$ cat src/include/cpu_defines.svh
`ifndef CPU_DEFINES_SVH
`define CPU_DEFINES_SVH

// data path width
`define XLEN 32

// byte address bits used on the RAM bus, 0x0 to 0x1FFFF
`define RAM_AW 17

// first instruction address
`define RESET_PC 32'h0000_0000

// bytes moved per arbiter word
`define MC_BYTES 4

// register file address width and the register shown on the debug port
`define REG_AW 5
`define DBG_REG 10

`endif

$ cat src/logic/cpu_pkg.sv
`include "cpu_defines.svh"

package cpu_pkg;

    // major opcodes of the supported subset
    typedef enum logic [6:0] {
        OPC_LUI    = 7'b0110111,
        OPC_OP_IMM = 7'b0010011,
        OPC_OP     = 7'b0110011,
        OPC_LOAD   = 7'b0000011,
        OPC_STORE  = 7'b0100011,
        OPC_BRANCH = 7'b1100011,
        OPC_JAL    = 7'b1101111
    } opcode_e;

    typedef enum logic [2:0] {
        ALU_ADD,
        ALU_SUB,
        ALU_AND,
        ALU_OR,
        ALU_XOR
    } alu_op_e;

    typedef struct packed {
        logic [6:0] funct7;
        logic [4:0] rs2;
        logic [4:0] rs1;
        logic [2:0] funct3;
        logic [4:0] rd;
        logic [6:0] opcode;
    } r_view_t;

    typedef struct packed {
        logic [11:0] imm12;
        logic [4:0]  rs1;
        logic [2:0]  funct3;
        logic [4:0]  rd;
        logic [6:0]  opcode;
    } i_view_t;

    typedef struct packed {
        logic [6:0] imm_hi;
        logic [4:0] rs2;
        logic [4:0] rs1;
        logic [2:0] funct3;
        logic [4:0] imm_lo;
        logic [6:0] opcode;
    } s_view_t;

    // one instruction word, read through whichever format fits
    typedef union packed {
        r_view_t r_view;
        i_view_t i_view;
        s_view_t s_view;
    } inst_u;

    // addr is the byte address of an aligned word
    typedef struct packed {
        logic               valid;
        logic               we;
        logic [`RAM_AW-1:0] addr;
        logic [`XLEN-1:0]   wdata;
    } mem_req_t;

    typedef struct packed {
        logic             valid;
        logic [`XLEN-1:0] rdata;
    } mem_rsp_t;

    typedef struct packed {
        logic               valid;
        logic               we;
        logic [`RAM_AW-1:0] addr;
        logic [`XLEN-1:0]   wdata;
    } ls_cmd_t;

endpackage

$ cat src/logic/regfile.sv
`timescale 1ns/1ps
`include "cpu_defines.svh"

module regfile (
    input  logic              clk_in,
    input  logic              rst_i,
    input  logic              rdy_i,
    input  logic [`REG_AW-1:0] raddr1_i,
    input  logic [`REG_AW-1:0] raddr2_i,
    output logic [`XLEN-1:0]  rdata1_o,
    output logic [`XLEN-1:0]  rdata2_o,
    input  logic              we_i,
    input  logic [`REG_AW-1:0] waddr_i,
    input  logic [`XLEN-1:0]  wdata_i,
    output logic [`XLEN-1:0]  dbg_o
);

    localparam int NREGS = 1 << `REG_AW;

    logic [`XLEN-1:0] regs [NREGS];

    // x0 is cleared by reset and never written afterwards
    always_ff @(posedge clk_in) begin
        if (rst_i) begin
            for (int i = 0; i < NREGS; i++) begin
                regs[i] <= '0;
            end
        end else if (rdy_i && we_i && waddr_i != '0) begin
            regs[waddr_i] <= wdata_i;
        end
    end

    assign rdata1_o = regs[raddr1_i];
    assign rdata2_o = regs[raddr2_i];
    assign dbg_o    = regs[`DBG_REG];

endmodule

$ cat src/logic/mem_control.sv
`timescale 1ns/1ps
`include "cpu_defines.svh"

module mem_control import cpu_pkg::*; (
    input  logic        clk_in,
    input  logic        rst_i,
    input  logic        rdy_i,
    input  mem_req_t    if_req_i,
    output logic        if_ready_o,
    output mem_rsp_t    if_rsp_o,
    input  mem_req_t    ls_req_i,
    output logic        ls_ready_o,
    output mem_rsp_t    ls_rsp_o,
    input  logic [7:0]  mem_din_i,
    output logic [7:0]  mem_dout_o,
    output logic [31:0] mem_a_o,
    output logic        mem_wr_o
);

    logic               live_q;
    logic               active_q;
    logic               owner_ls_q;
    logic               prio_ls_q;
    logic               wr_q;
    logic               rsp_valid_q;
    logic [2:0]         phase_q;
    logic [`RAM_AW-1:0] addr_q;
    logic [`XLEN-1:0]   data_q;
    logic [7:0]         dout_q;
    logic               grant_if;
    logic               grant_ls;
    mem_req_t           sel_req;

    // the port without priority backs off while the other one is waiting
    assign if_ready_o = live_q && !active_q && !(ls_req_i.valid && prio_ls_q);
    assign ls_ready_o = live_q && !active_q && !(if_req_i.valid && !prio_ls_q);
    assign grant_if   = if_req_i.valid && if_ready_o;
    assign grant_ls   = ls_req_i.valid && ls_ready_o;
    assign sel_req    = grant_ls ? ls_req_i : if_req_i;

    always_ff @(posedge clk_in) begin
        if (rst_i) begin
            live_q      <= 1'b0;
            active_q    <= 1'b0;
            owner_ls_q  <= 1'b0;
            prio_ls_q   <= 1'b1;
            wr_q        <= 1'b0;
            rsp_valid_q <= 1'b0;
            phase_q     <= '0;
        end else if (rdy_i) begin
            live_q      <= 1'b1;
            rsp_valid_q <= 1'b0;
            if (grant_if || grant_ls) begin
                active_q   <= 1'b1;
                owner_ls_q <= grant_ls;
                // the loser of this grant wins the next tie
                prio_ls_q  <= grant_if;
                phase_q    <= '0;
                addr_q     <= sel_req.addr;
                wr_q       <= sel_req.we;
                dout_q     <= sel_req.wdata[7:0];
                data_q     <= sel_req.wdata >> 8;
            end else if (active_q) begin
                phase_q <= phase_q + 3'd1;
                if (wr_q) begin
                    // byte 0 went out at acceptance and one more follows each cycle
                    addr_q <= addr_q + 1'b1;
                    dout_q <= data_q[7:0];
                    data_q <= data_q >> 8;
                    if (phase_q == `MC_BYTES - 1) begin
                        wr_q        <= 1'b0;
                        active_q    <= 1'b0;
                        rsp_valid_q <= 1'b1;
                    end
                end else begin
                    // next address goes out while the previous byte is in flight
                    if (phase_q < `MC_BYTES - 1) begin
                        addr_q <= addr_q + 1'b1;
                    end
                    if (phase_q != 3'd0) begin
                        data_q <= {mem_din_i, data_q[`XLEN-1:8]};
                    end
                    if (phase_q == `MC_BYTES) begin
                        active_q    <= 1'b0;
                        rsp_valid_q <= 1'b1;
                    end
                end
            end
        end
    end

    assign mem_a_o    = {{(32 - `RAM_AW){1'b0}}, addr_q};
    assign mem_dout_o = dout_q;
    // RAM must not see a write strobe while the core is paused
    assign mem_wr_o   = wr_q && rdy_i;

    assign if_rsp_o.valid = rsp_valid_q && !owner_ls_q;
    assign if_rsp_o.rdata = data_q;
    assign ls_rsp_o.valid = rsp_valid_q && owner_ls_q;
    assign ls_rsp_o.rdata = data_q;

    // write bytes leave in address order within an accepted transfer
    assert property (@(posedge clk_in) disable iff (rst_i)
        mem_wr_o |-> (active_q && addr_q[1:0] == phase_q[1:0]));

    // a requester keeps its request low until its response has arrived
    assert property (@(posedge clk_in) disable iff (rst_i)
        rsp_valid_q |-> !(owner_ls_q ? ls_req_i.valid : if_req_i.valid));

endmodule

$ cat src/logic/fetch_unit.sv
`timescale 1ns/1ps
`include "cpu_defines.svh"

module fetch_unit import cpu_pkg::*; (
    input  logic             clk_in,
    input  logic             rst_i,
    input  logic             rdy_i,
    output mem_req_t         req_o,
    input  logic             req_ready_i,
    input  mem_rsp_t         rsp_i,
    output logic             inst_valid_o,
    output inst_u            inst_o,
    output logic [`XLEN-1:0] pc_o,
    input  logic             inst_ready_i,
    input  logic             redirect_i,
    input  logic [`XLEN-1:0] next_pc_i
);

    logic [`XLEN-1:0] pc_q;
    logic             req_q;
    logic             wait_q;
    logic             hold_q;
    inst_u            inst_q;

    always_ff @(posedge clk_in) begin
        if (rst_i) begin
            pc_q   <= `RESET_PC;
            req_q  <= 1'b1;
            wait_q <= 1'b0;
            hold_q <= 1'b0;
        end else if (rdy_i) begin
            if (req_q && req_ready_i) begin
                req_q  <= 1'b0;
                wait_q <= 1'b1;
            end
            if (wait_q && rsp_i.valid) begin
                wait_q <= 1'b0;
                hold_q <= 1'b1;
                inst_q <= rsp_i.rdata;
            end
            if (hold_q && inst_ready_i) begin
                hold_q <= 1'b0;
            end
            // no fetch until the core says where to go
            if (redirect_i) begin
                pc_q  <= next_pc_i;
                req_q <= 1'b1;
            end
        end
    end

    assign req_o.valid  = req_q;
    assign req_o.we     = 1'b0;
    assign req_o.addr   = pc_q[`RAM_AW-1:0];
    assign req_o.wdata  = '0;
    assign inst_valid_o = hold_q;
    assign inst_o       = inst_q;
    assign pc_o         = pc_q;

    // redirect targets from the core keep word alignment
    assert property (@(posedge clk_in) disable iff (rst_i) pc_q[1:0] == 2'b00);

endmodule

$ cat src/logic/load_store_unit.sv
`timescale 1ns/1ps
`include "cpu_defines.svh"

module load_store_unit import cpu_pkg::*; (
    input  logic             clk_in,
    input  logic             rst_i,
    input  logic             rdy_i,
    input  ls_cmd_t          cmd_i,
    output logic             done_o,
    output logic [`XLEN-1:0] load_data_o,
    output mem_req_t         req_o,
    input  logic             req_ready_i,
    input  mem_rsp_t         rsp_i
);

    mem_req_t         req_q;
    logic             wait_q;
    logic             done_q;
    logic [`XLEN-1:0] data_q;

    always_ff @(posedge clk_in) begin
        if (rst_i) begin
            req_q.valid <= 1'b0;
            wait_q      <= 1'b0;
            done_q      <= 1'b0;
        end else if (rdy_i) begin
            done_q <= 1'b0;
            if (cmd_i.valid) begin
                req_q.valid <= 1'b1;
                req_q.we    <= cmd_i.we;
                req_q.addr  <= cmd_i.addr;
                req_q.wdata <= cmd_i.wdata;
            end
            if (req_q.valid && req_ready_i) begin
                req_q.valid <= 1'b0;
                wait_q      <= 1'b1;
            end
            // store responses carry no data, the pulse still marks completion
            if (wait_q && rsp_i.valid) begin
                wait_q <= 1'b0;
                done_q <= 1'b1;
                data_q <= rsp_i.rdata;
            end
        end
    end

    assign req_o       = req_q;
    assign done_o      = done_q;
    assign load_data_o = data_q;

    // the core waits for done before it can send another command
    assert property (@(posedge clk_in) disable iff (rst_i)
        cmd_i.valid |-> !(req_q.valid || wait_q));

endmodule

$ cat src/logic/exec_core.sv
`timescale 1ns/1ps
`include "cpu_defines.svh"

module exec_core import cpu_pkg::*; (
    input  logic               clk_in,
    input  logic               rst_i,
    input  logic               rdy_i,
    input  logic               inst_valid_i,
    input  inst_u              inst_i,
    input  logic [`XLEN-1:0]   pc_i,
    output logic               inst_ready_o,
    output logic               redirect_o,
    output logic [`XLEN-1:0]   next_pc_o,
    output logic [`REG_AW-1:0] rf_raddr1_o,
    output logic [`REG_AW-1:0] rf_raddr2_o,
    input  logic [`XLEN-1:0]   rf_rdata1_i,
    input  logic [`XLEN-1:0]   rf_rdata2_i,
    output logic               rf_we_o,
    output logic [`REG_AW-1:0] rf_waddr_o,
    output logic [`XLEN-1:0]   rf_wdata_o,
    output ls_cmd_t            ls_cmd_o,
    input  logic               ls_done_i,
    input  logic [`XLEN-1:0]   ls_data_i
);

    localparam logic [1:0] S_IDLE = 2'd0;
    localparam logic [1:0] S_EXEC = 2'd1;
    localparam logic [1:0] S_MEM  = 2'd2;

    logic [1:0]       state_q;
    inst_u            inst_q;
    logic [`XLEN-1:0] pc_q;
    opcode_e          opc;
    alu_op_e          alu_op;
    logic [`XLEN-1:0] i_imm, s_imm, b_imm, j_imm, u_imm;
    logic [`XLEN-1:0] op_b, alu_res, wb_data, next_pc, ls_addr;
    logic             wb_en, mem_op, taken;

    always_ff @(posedge clk_in) begin
        if (rst_i) begin
            state_q <= S_IDLE;
        end else if (rdy_i) begin
            case (state_q)
                S_IDLE: if (inst_valid_i) begin
                    inst_q  <= inst_i;
                    pc_q    <= pc_i;
                    state_q <= S_EXEC;
                end
                S_EXEC: state_q <= mem_op ? S_MEM : S_IDLE;
                S_MEM: if (ls_done_i) begin
                    state_q <= S_IDLE;
                end
                default: state_q <= S_IDLE;
            endcase
        end
    end

    assign opc   = opcode_e'(inst_q.r_view.opcode);
    assign i_imm = {{20{inst_q.i_view.imm12[11]}}, inst_q.i_view.imm12};
    assign s_imm = {{20{inst_q.s_view.imm_hi[6]}}, inst_q.s_view.imm_hi, inst_q.s_view.imm_lo};
    // B and J immediates are scattered over the S and R fields
    assign b_imm = {{19{inst_q.s_view.imm_hi[6]}}, inst_q.s_view.imm_hi[6],
                    inst_q.s_view.imm_lo[0], inst_q.s_view.imm_hi[5:0],
                    inst_q.s_view.imm_lo[4:1], 1'b0};
    assign j_imm = {{11{inst_q.r_view.funct7[6]}}, inst_q.r_view.funct7[6],
                    inst_q.r_view.rs1, inst_q.r_view.funct3, inst_q.r_view.rs2[0],
                    inst_q.r_view.funct7[5:0], inst_q.r_view.rs2[4:1], 1'b0};
    assign u_imm = {inst_q.r_view.funct7, inst_q.r_view.rs2, inst_q.r_view.rs1,
                    inst_q.r_view.funct3, 12'b0};

    always_comb begin
        case (inst_q.r_view.funct3)
            3'b100:  alu_op = ALU_XOR;
            3'b110:  alu_op = ALU_OR;
            3'b111:  alu_op = ALU_AND;
            // funct7 bit 5 means SUB only for register-register ops
            default: alu_op = (opc == OPC_OP && inst_q.r_view.funct7[5]) ? ALU_SUB : ALU_ADD;
        endcase
    end

    assign op_b = (opc == OPC_OP) ? rf_rdata2_i : i_imm;

    always_comb begin
        case (alu_op)
            ALU_SUB: alu_res = rf_rdata1_i - op_b;
            ALU_AND: alu_res = rf_rdata1_i & op_b;
            ALU_OR:  alu_res = rf_rdata1_i | op_b;
            ALU_XOR: alu_res = rf_rdata1_i ^ op_b;
            default: alu_res = rf_rdata1_i + op_b;
        endcase
    end

    // BEQ on funct3 000, BNE on 001
    assign taken = (inst_q.r_view.funct3[2:1] == 2'b00) &&
                   (inst_q.r_view.funct3[0] ^ (rf_rdata1_i == rf_rdata2_i));

    always_comb begin
        wb_en   = 1'b0;
        mem_op  = 1'b0;
        wb_data = alu_res;
        next_pc = pc_q + 32'd4;
        case (opc)
            OPC_LUI: begin
                wb_en   = 1'b1;
                wb_data = u_imm;
            end
            OPC_OP_IMM, OPC_OP: wb_en = 1'b1;
            OPC_JAL: begin
                wb_en   = 1'b1;
                wb_data = pc_q + 32'd4;
                next_pc = pc_q + j_imm;
            end
            OPC_BRANCH: if (taken) begin
                next_pc = pc_q + b_imm;
            end
            OPC_LOAD, OPC_STORE: mem_op = 1'b1;
            // anything else retires as a no-op
            default: wb_en = 1'b0;
        endcase
    end

    assign ls_addr = rf_rdata1_i + ((opc == OPC_STORE) ? s_imm : i_imm);

    assign ls_cmd_o.valid = (state_q == S_EXEC) && mem_op;
    assign ls_cmd_o.we    = (opc == OPC_STORE);
    assign ls_cmd_o.addr  = ls_addr[`RAM_AW-1:0];
    assign ls_cmd_o.wdata = rf_rdata2_i;

    assign inst_ready_o = (state_q == S_IDLE);
    assign rf_raddr1_o  = inst_q.r_view.rs1;
    assign rf_raddr2_o  = inst_q.r_view.rs2;
    assign rf_waddr_o   = inst_q.r_view.rd;
    assign rf_we_o      = ((state_q == S_EXEC) && wb_en) ||
                          ((state_q == S_MEM) && ls_done_i && opc == OPC_LOAD);
    assign rf_wdata_o   = (state_q == S_MEM) ? ls_data_i : wb_data;
    // retire point, the fetch unit moves on from here
    assign redirect_o   = ((state_q == S_EXEC) && !mem_op) ||
                          ((state_q == S_MEM) && ls_done_i);
    assign next_pc_o    = next_pc;

endmodule

$ cat src/logic/cpu.sv
`timescale 1ns/1ps
`include "cpu_defines.svh"

module cpu import cpu_pkg::*; (
    input  logic        clk_in,
    input  logic        rst_i,
    input  logic        rdy_i,
    input  logic [7:0]  mem_din_i,
    output logic [7:0]  mem_dout_o,
    output logic [31:0] mem_a_o,
    output logic        mem_wr_o,
    output logic [31:0] dbgreg_o
);

    // fetch and load/store ports of the arbiter
    mem_req_t           if_req, ls_req;
    mem_rsp_t           if_rsp, ls_rsp;
    logic               if_ready, ls_ready;

    // fetch to core
    logic               inst_valid, inst_ready;
    inst_u              inst;
    logic [`XLEN-1:0]   pc, next_pc;
    logic               redirect;

    // core to register file and load/store unit
    logic [`REG_AW-1:0] raddr1, raddr2, waddr;
    logic [`XLEN-1:0]   rdata1, rdata2, wdata;
    logic               rf_we;
    ls_cmd_t            ls_cmd;
    logic               ls_done;
    logic [`XLEN-1:0]   ls_data;

    fetch_unit fetch_unit0 (
        .clk_in(clk_in), .rst_i(rst_i), .rdy_i(rdy_i),
        .req_o(if_req), .req_ready_i(if_ready), .rsp_i(if_rsp),
        .inst_valid_o(inst_valid), .inst_o(inst), .pc_o(pc),
        .inst_ready_i(inst_ready), .redirect_i(redirect), .next_pc_i(next_pc)
    );

    load_store_unit load_store_unit0 (
        .clk_in(clk_in), .rst_i(rst_i), .rdy_i(rdy_i),
        .cmd_i(ls_cmd), .done_o(ls_done), .load_data_o(ls_data),
        .req_o(ls_req), .req_ready_i(ls_ready), .rsp_i(ls_rsp)
    );

    mem_control mem_control0 (
        .clk_in(clk_in), .rst_i(rst_i), .rdy_i(rdy_i),
        .if_req_i(if_req), .if_ready_o(if_ready), .if_rsp_o(if_rsp),
        .ls_req_i(ls_req), .ls_ready_o(ls_ready), .ls_rsp_o(ls_rsp),
        .mem_din_i(mem_din_i), .mem_dout_o(mem_dout_o),
        .mem_a_o(mem_a_o), .mem_wr_o(mem_wr_o)
    );

    regfile regfile0 (
        .clk_in(clk_in), .rst_i(rst_i), .rdy_i(rdy_i),
        .raddr1_i(raddr1), .raddr2_i(raddr2), .rdata1_o(rdata1), .rdata2_o(rdata2),
        .we_i(rf_we), .waddr_i(waddr), .wdata_i(wdata), .dbg_o(dbgreg_o)
    );

    exec_core exec_core0 (
        .clk_in(clk_in), .rst_i(rst_i), .rdy_i(rdy_i),
        .inst_valid_i(inst_valid), .inst_i(inst), .pc_i(pc), .inst_ready_o(inst_ready),
        .redirect_o(redirect), .next_pc_o(next_pc),
        .rf_raddr1_o(raddr1), .rf_raddr2_o(raddr2),
        .rf_rdata1_i(rdata1), .rf_rdata2_i(rdata2),
        .rf_we_o(rf_we), .rf_waddr_o(waddr), .rf_wdata_o(wdata),
        .ls_cmd_o(ls_cmd), .ls_done_i(ls_done), .ls_data_i(ls_data)
    );

endmodule

$ cat config.mk
export PLATFORM = sky130hd
export DESIGN_NAME = cpu
export DESIGN_NICKNAME = d
export VERILOG_FILES = /design/src/logic/cpu_pkg.sv /design/src/logic/regfile.sv /design/src/logic/mem_control.sv /design/src/logic/fetch_unit.sv /design/src/logic/load_store_unit.sv /design/src/logic/exec_core.sv /design/src/logic/cpu.sv
export VERILOG_INCLUDE_DIRS = /design/src /design/src/include
export SDC_FILE = /design/constraint.sdc
export NUM_CORES = 2
export LEC_CHECK = 0
export BUFFER_PORTS_ARGS = -buffer_cell sky130_fd_sc_hd__buf_2
export CAP_MARGIN = 20
export CELL_PAD_IN_SITES_DETAIL_PLACEMENT = 0
export CELL_PAD_IN_SITES_GLOBAL_PLACEMENT = 1
export CORE_UTILIZATION = 35
export CTS_CLUSTER_SIZE = 40
export DETAILED_ROUTE_END_ITERATION = 7
export GPL_TIMING_DRIVEN = 0
export PLACE_DENSITY = 0.61
export SLEW_MARGIN = 20
export SYNTH_ARGS = -nofsm -noshare
export SYNTH_HDL_FRONTEND = slang
export SYNTH_HIERARCHICAL = 1
export SYNTH_SLANG_ARGS = --single-unit
$ cat constraint.sdc
create_clock -name clk_in -period 5.9 [get_ports clk_in]
set_input_delay 0.295 -clock clk_in [delete_from_list [all_inputs] [get_ports clk_in]]
set_output_delay 0.295 -clock clk_in [all_outputs]
set_load 0.01 [all_outputs]
======== Word level (Yosys, flattened, before mapping) ========
Memory sizes are Yosys's and may differ from the RTL's. A register that Yosys moved wholly into a read port is not among the register bits.
Index checks and enable logic that the tools add are counted.
Widths: inputs -> output; s select.
word-level totals
  bits in registers ....................... 284
  RAM bits ................................ 1024
  bits of input ports ..................... 11
  output and inout port bits .............. 73
  word-level logic and storage cells ...... 188
  memories ................................ 1
memory list
  name           words  bits a word  read ports  clocked after memory_dff  wr ports  line           source
  regfile0.regs  32     32           3           2                         32        regfile.sv:20  logic [`XLEN-1:0] regs [NREGS];
operators by class
  $add $sub $neg .......................... 8
  order comparisons ....................... 1
  eq/ne operators ......................... 21
  muxes and demuxes ....................... 63
  bitwise logic cells ..................... 5
  reductions and logical operators ........ 63
operators with widths
  kind                   count
  $mux 32                7
  $pmux 32 s2            2
  $pmux 32 s4            1
  $add 32x32->32         3
  $mux 17                4
  $mux 51                1
  $mux 50                1
  $add 32x3->32 const B  1
  $and 32x32->32         1
  $eq 32x32->1           1
  $mux 1                 32
  $or 32x32->32          1
  $reduce_or 32->1       1
  $sub 32x32->32         1
  $xor 32x32->32         1
  $mux 24                1
  $mux 8                 3
  $logic_and 1x1->1      22
  $eq 7x6->1 const B     3
  $mux 5                 4
  $add 17x1->17 const B  1
  $add 17x17->17         1
  $reduce_and 2->1       8
  $reduce_and 4->1       4
  26 further kinds       56

======== Logic depth before layout (Yosys ltp) ========
  word-level depth ........................ 12
  gate-level depth with buffers ........... 30
  mapped depth without buffers ............ 25

======== Cells and area by module ========
The synthesis kept the hierarchy.
modules (own cells, without submodules)
  module           instances  cells an instance  area an instance (um^2)
  regfile          1          4604               56062.5
  exec_core        1          1672               12532.0
  mem_control      1          431                4021.4
  fetch_unit       1          243                2965.3
  load_store_unit  1          96                 2608.8

======== Worst setup path after synthesis ========
Ideal clock, no wire load.
  path kind ............................... register to register
  from .................................... register exec_core0/inst_q[22] (netlist bit)
  to ...................................... memory regfile0/regs[10][30] (netlist bit) (data pin)
  arrival ................................. 6.145 ns
  data required time ...................... 5.645 ns
  slack ................................... -0.500 ns
  stages on the path, launching flop included .. 29
  path buffers ............................ 4
  period minus slack after synthesis ...... 6.400 ns
  cells stage by stage .................... edfxtp_1 buf_4 nor2_1 clkbuf_1 clkbuf_1 a22oi_1 nand3_1 nand3_1 or4_4 or3_4 o32a_4 nor3_4 nand3_1 a21oi_1 a21boi_1 a31oi_1 xnor2_1 ha_1 and3_1 and4_1 nand4_1 a211oi_1 a31oi_1 a211oi_1 o31a_1 o21ai_0 a221o_1 clkbuf_1 and2_1
RTL lines
  element                 line             source
  from (decl)             exec_core.sv:31  inst_u inst_q;
  from (signal assigned)  exec_core.sv:45  inst_q <= inst_i;
  to (decl)               regfile.sv:20

==> flow_summary_export.csv <==
group,metric,value,unit
clocking,cts_max_level,4,
sta,maxSlewHeadroom,15.17,%
critical_path,cp-start-kind,"flip-flop",
power,peakVddDrop,0.0003240,V
sta,final_max_slew_viol_count,0,
min_path,holdPathStages,2,
critical_path,crit_slowest_cell,"or4_4",
synthesis,syn_area_per_cell,11.10,um2
placed_design,port_buffers,68,
clocking,cts_tree,"yes",
synthesis,synth_top_cell_by_area,"edfxtp_1",
run_status,status,"finished, violations left",
min_path,min_to,"exec_core0/state_q[1]",
run_status,violations,"negative setup slack",
grt,grt_pass1_vias,57071,
floorplanning,die_area,225300,um2
grt,antenna_found_initial,25,
layout,final_cell_mix,"edfxtp_1, mux2i_1, and2_1",
drt,vias,60809,
job,cap_violations,0,
layout,final_common_cell,"edfxtp_1",
grt,grt_start_max_net_pins,51,
layout,stdcell_area,92550,um2
min_path,hold_start,"rst_i",
critical_path,crit_top_cell,"a31oi_4",
sta,fmax,137.3,MHz
critical_path,r2r_cells,28,
synthesis,syn_inst,7046,
synthesis,synth_edf_count,1259,
grt,grt.total_usage,29.07,%
sta,fin_worst_skew,0.05638,ns
drt,drc,0,
clocking,cts_buffer_depth,3,
synthesis,synth_area_leaders,"edfxtp_1, mux2i_1, and2_1",
sta,worstMarginPinSlew,1.264,ns
placed_design,gp_congestion,0.9991,
floorplanning,start_util,35.21,%
layout,area.growth.synth_to_final,18.37,%
min_path,min_path_type,"primary input to flip-flop",
critical_path,ff2ff_setup_slack,-1.38,ns
critical_path,critical-path-max-stage-delay,0.57,ns
clocking,cts_sinks,1308,
synthesis,netlist_area,78190,um2
sta,setup_ws,-1.385,ns
floorplanning,ioPinCount,84,
sta,setup_viol_count_final,1007,
layout,drive_gt1_share,18.84,%
floorplanning,die_w,474.7,um
synthesis,async_flop_share,0,%
placed_design,dp_hpwl,258.0,mm
drt,avgViaCountPerCell,5.710,
drt,routed_wl,337.5,mm
clocking,insertion_delay,0.86,ns
critical_path,worstSetupPathType,"flip-flop to flip-flop",
synthesis,yosysUniqueCellTypes,100,
placed_design,dpl_worst_slack,-4.364,ns
placed_design,dpl_cell_area,83080,um2
grt,grt_first_pass_wirelength,455.2,mm
synthesis,synth.top_cell.area_share,48.35,%
grt,overflow,0,
power,p_leak,0.03736,uW
critical_path,crit_path_max_fanout,10,
synthesis,ys_seq_area_share,49.61,%
layout,nets,7708,
floorplanning,die_y,474.7,um
critical_path,cp.required,6.49,ns
critical_path,r2r-start,"exec_core0/inst_q[24]",
clocking,root_buffer,"clkbuf_16",
sta,hold_viol_final,0,
clocking,path_clk_slew,0.06,ns
critical_path,r2r-end,"regfile0/regs[29][30]",
sta,period_minus_slack,7.285,ns
critical_path,end_kind,"flip-flop",
synthesis,yosys_warnings,6,
floorplanning,core,222100,um2
floorplanning,fp-row-count,173,
sta,rsz0062_at_grt,"yes",
drt,wire_per_inst,31.69,um
drt,drtAntennaViolNets,0,
drt,first_iter_violations,7858,
synthesis,synthFlopType,"edfxtp_1",
drt,first_pass_iters,8,
critical_path,arrival,7.88,ns
power,pwr_density_cell,228.1,nW/um2
synthesis,ys_ff_latch,1308,
sta,finalCritPeriodShare,123.5,%
clocking,numCtsBuffers,153,
==> what timing repair did <==
action | CTS | global route
endpoints found under the setup margin | 1031 | 972
gates cloned | 4 | 12
pin swaps | 45 | 80
resized for setup | 398 | 428
setup buffers | 64 | 78
hold buffers | 9 | 0
endpoints found under the hold margin | 13 | 0
==> synthesized netlist by cell type, types with 27 or more instances <==
cell and count:
a21bo_1 35, a21o_1 30, a21oi_1 406, a22o_1 135, a22oi_1 227, a31oi_1 125
and2_1 1013, and3_1 27, buf_2 103, buf_4 212, buf_6 41, clkbuf_1 252
clkbuf_2 70, dfxtp_1 49, edfxtp_1 1259, ha_1 159, inv_1 94, mux2i_1 1052
nand2_1 407, nand3_1 285, nand4_1 27, nor2_1 213, nor3_1 91, o211ai_1 29
o21a_1 27, o21ai_0 119, or2_2 39, xnor2_1 82, xor2_1 77
==> how the worst max path moves through the flow <==
stage / cells after the start / end / startpoint / slack, ns
2_1_floorplan: 30 / regfile0/regs[10][30] / exec_core0/inst_q[21] / -0.41
3_3_place_gp: 28 / regfile0/regs[31][19] / exec_core0/inst_q[22] / -5.14
3_5_place_dp: 29 / regfile0/regs[6][28] / exec_core0/inst_q[22] / -4.36
4_1_cts: 30 / regfile0/regs[4][30] / exec_core0/inst_q[22] / -1.28
5_1_grt: 29 / regfile0/regs[29][30] / exec_core0/inst_q[21] / -1.41
6_report: 28 / regfile0/regs[29][30] / exec_core0/inst_q[24] / -1.38
==> flip-flops by register name (all words and copies together), names as in the netlist, 2 cells and up <==
signal and flops:
exec_core0/inst_q 32, exec_core0/pc_q 32, exec_core0/state_q 2, fetch_unit0/inst_o 32, fetch_unit0/pc_o 32, load_store_unit0/load_data_o 32
load_store_unit0/req_o 51, mem_control0/addr_q 17, mem_control0/data_q 32, mem_control0/mem_dout_o 8, mem_control0/phase_q 3, regfile0/regs 1024
==> kinds of logic (layout without fill, tap and decap cells) <==
family | after synthesis | count (layout) | synth area share [%]
simple gates | 2245 | 2245 | 15.62
flops | 1308 | 1308 | 49.61
xor+xnor | 159 | 159 | 1.781
other cells | 3 | 94 | 0.01440
compound gates | 1310 | 1310 | 11.24
mux | 1058 | 1058 | 13.55
fa+ha+maj | 163 | 163 | 2.647
buf+inv | 800 | 1338 | 5.543
==> per-layer routing <==
metal  share of wire (%)  GRT usage, %  vias up
met2                  41         41.92     2898
li1                    -             -    26669
met5               0.015             0        -
met3                 9.4         5.622      518
met4                 4.5         12.13        8
met1                  45         42.09    30716
==> worst max-delay path: cells and delay by family, from the launching register on <==
kind	cells	cell delay, ns
flops	1	0.43
xor+xnor	1	0.20
compound gates	12	2.72
buf+inv	4	0.86
fa+ha+maj	1	0.30
simple gates	10	2.53
==> power by group <==
part           internal, uW  switching (uW)  total (uW)
combinational           284             581         865
sequential            10400             164       10600
clock                  5540            4120        9660
total                 16200            4870       21100
==> layout make-up <==
class	count	area, um2
fill	21291	129500
antenna	14	35.03
sequential	1308	38790
timing repair buffer	261	2391
tap	2975	3722
multi-input combinational	5015	37080
inverter	95	356.6
clock buffer	190	4030
buffer	700	5161
clock inverter	92	985.9
==> through the flow <==
step / total power [uW] / hold slack [ns] / instances / setup TNS, ns / utilization (%)
finish: 21110 / 0.06609 / 10650 / -918.89 / 41.67
global route: 21640 / 0.07348 / 10641 / -927.21 / 41.66
CTS: 21210 / 0.003736 / 10547 / -845.93 / 40.71
detailed placement: 11560 / 0.4045 / 10192 / -3139.21 / 37.41
global placement: 11530 / 0.4003 / 10166 / -3841.04 / 37.20
floorplan: 11200 / 0.3574 / 7123 / -58.47 / -
No activity file was read; power rests on OpenSTA's default activity.
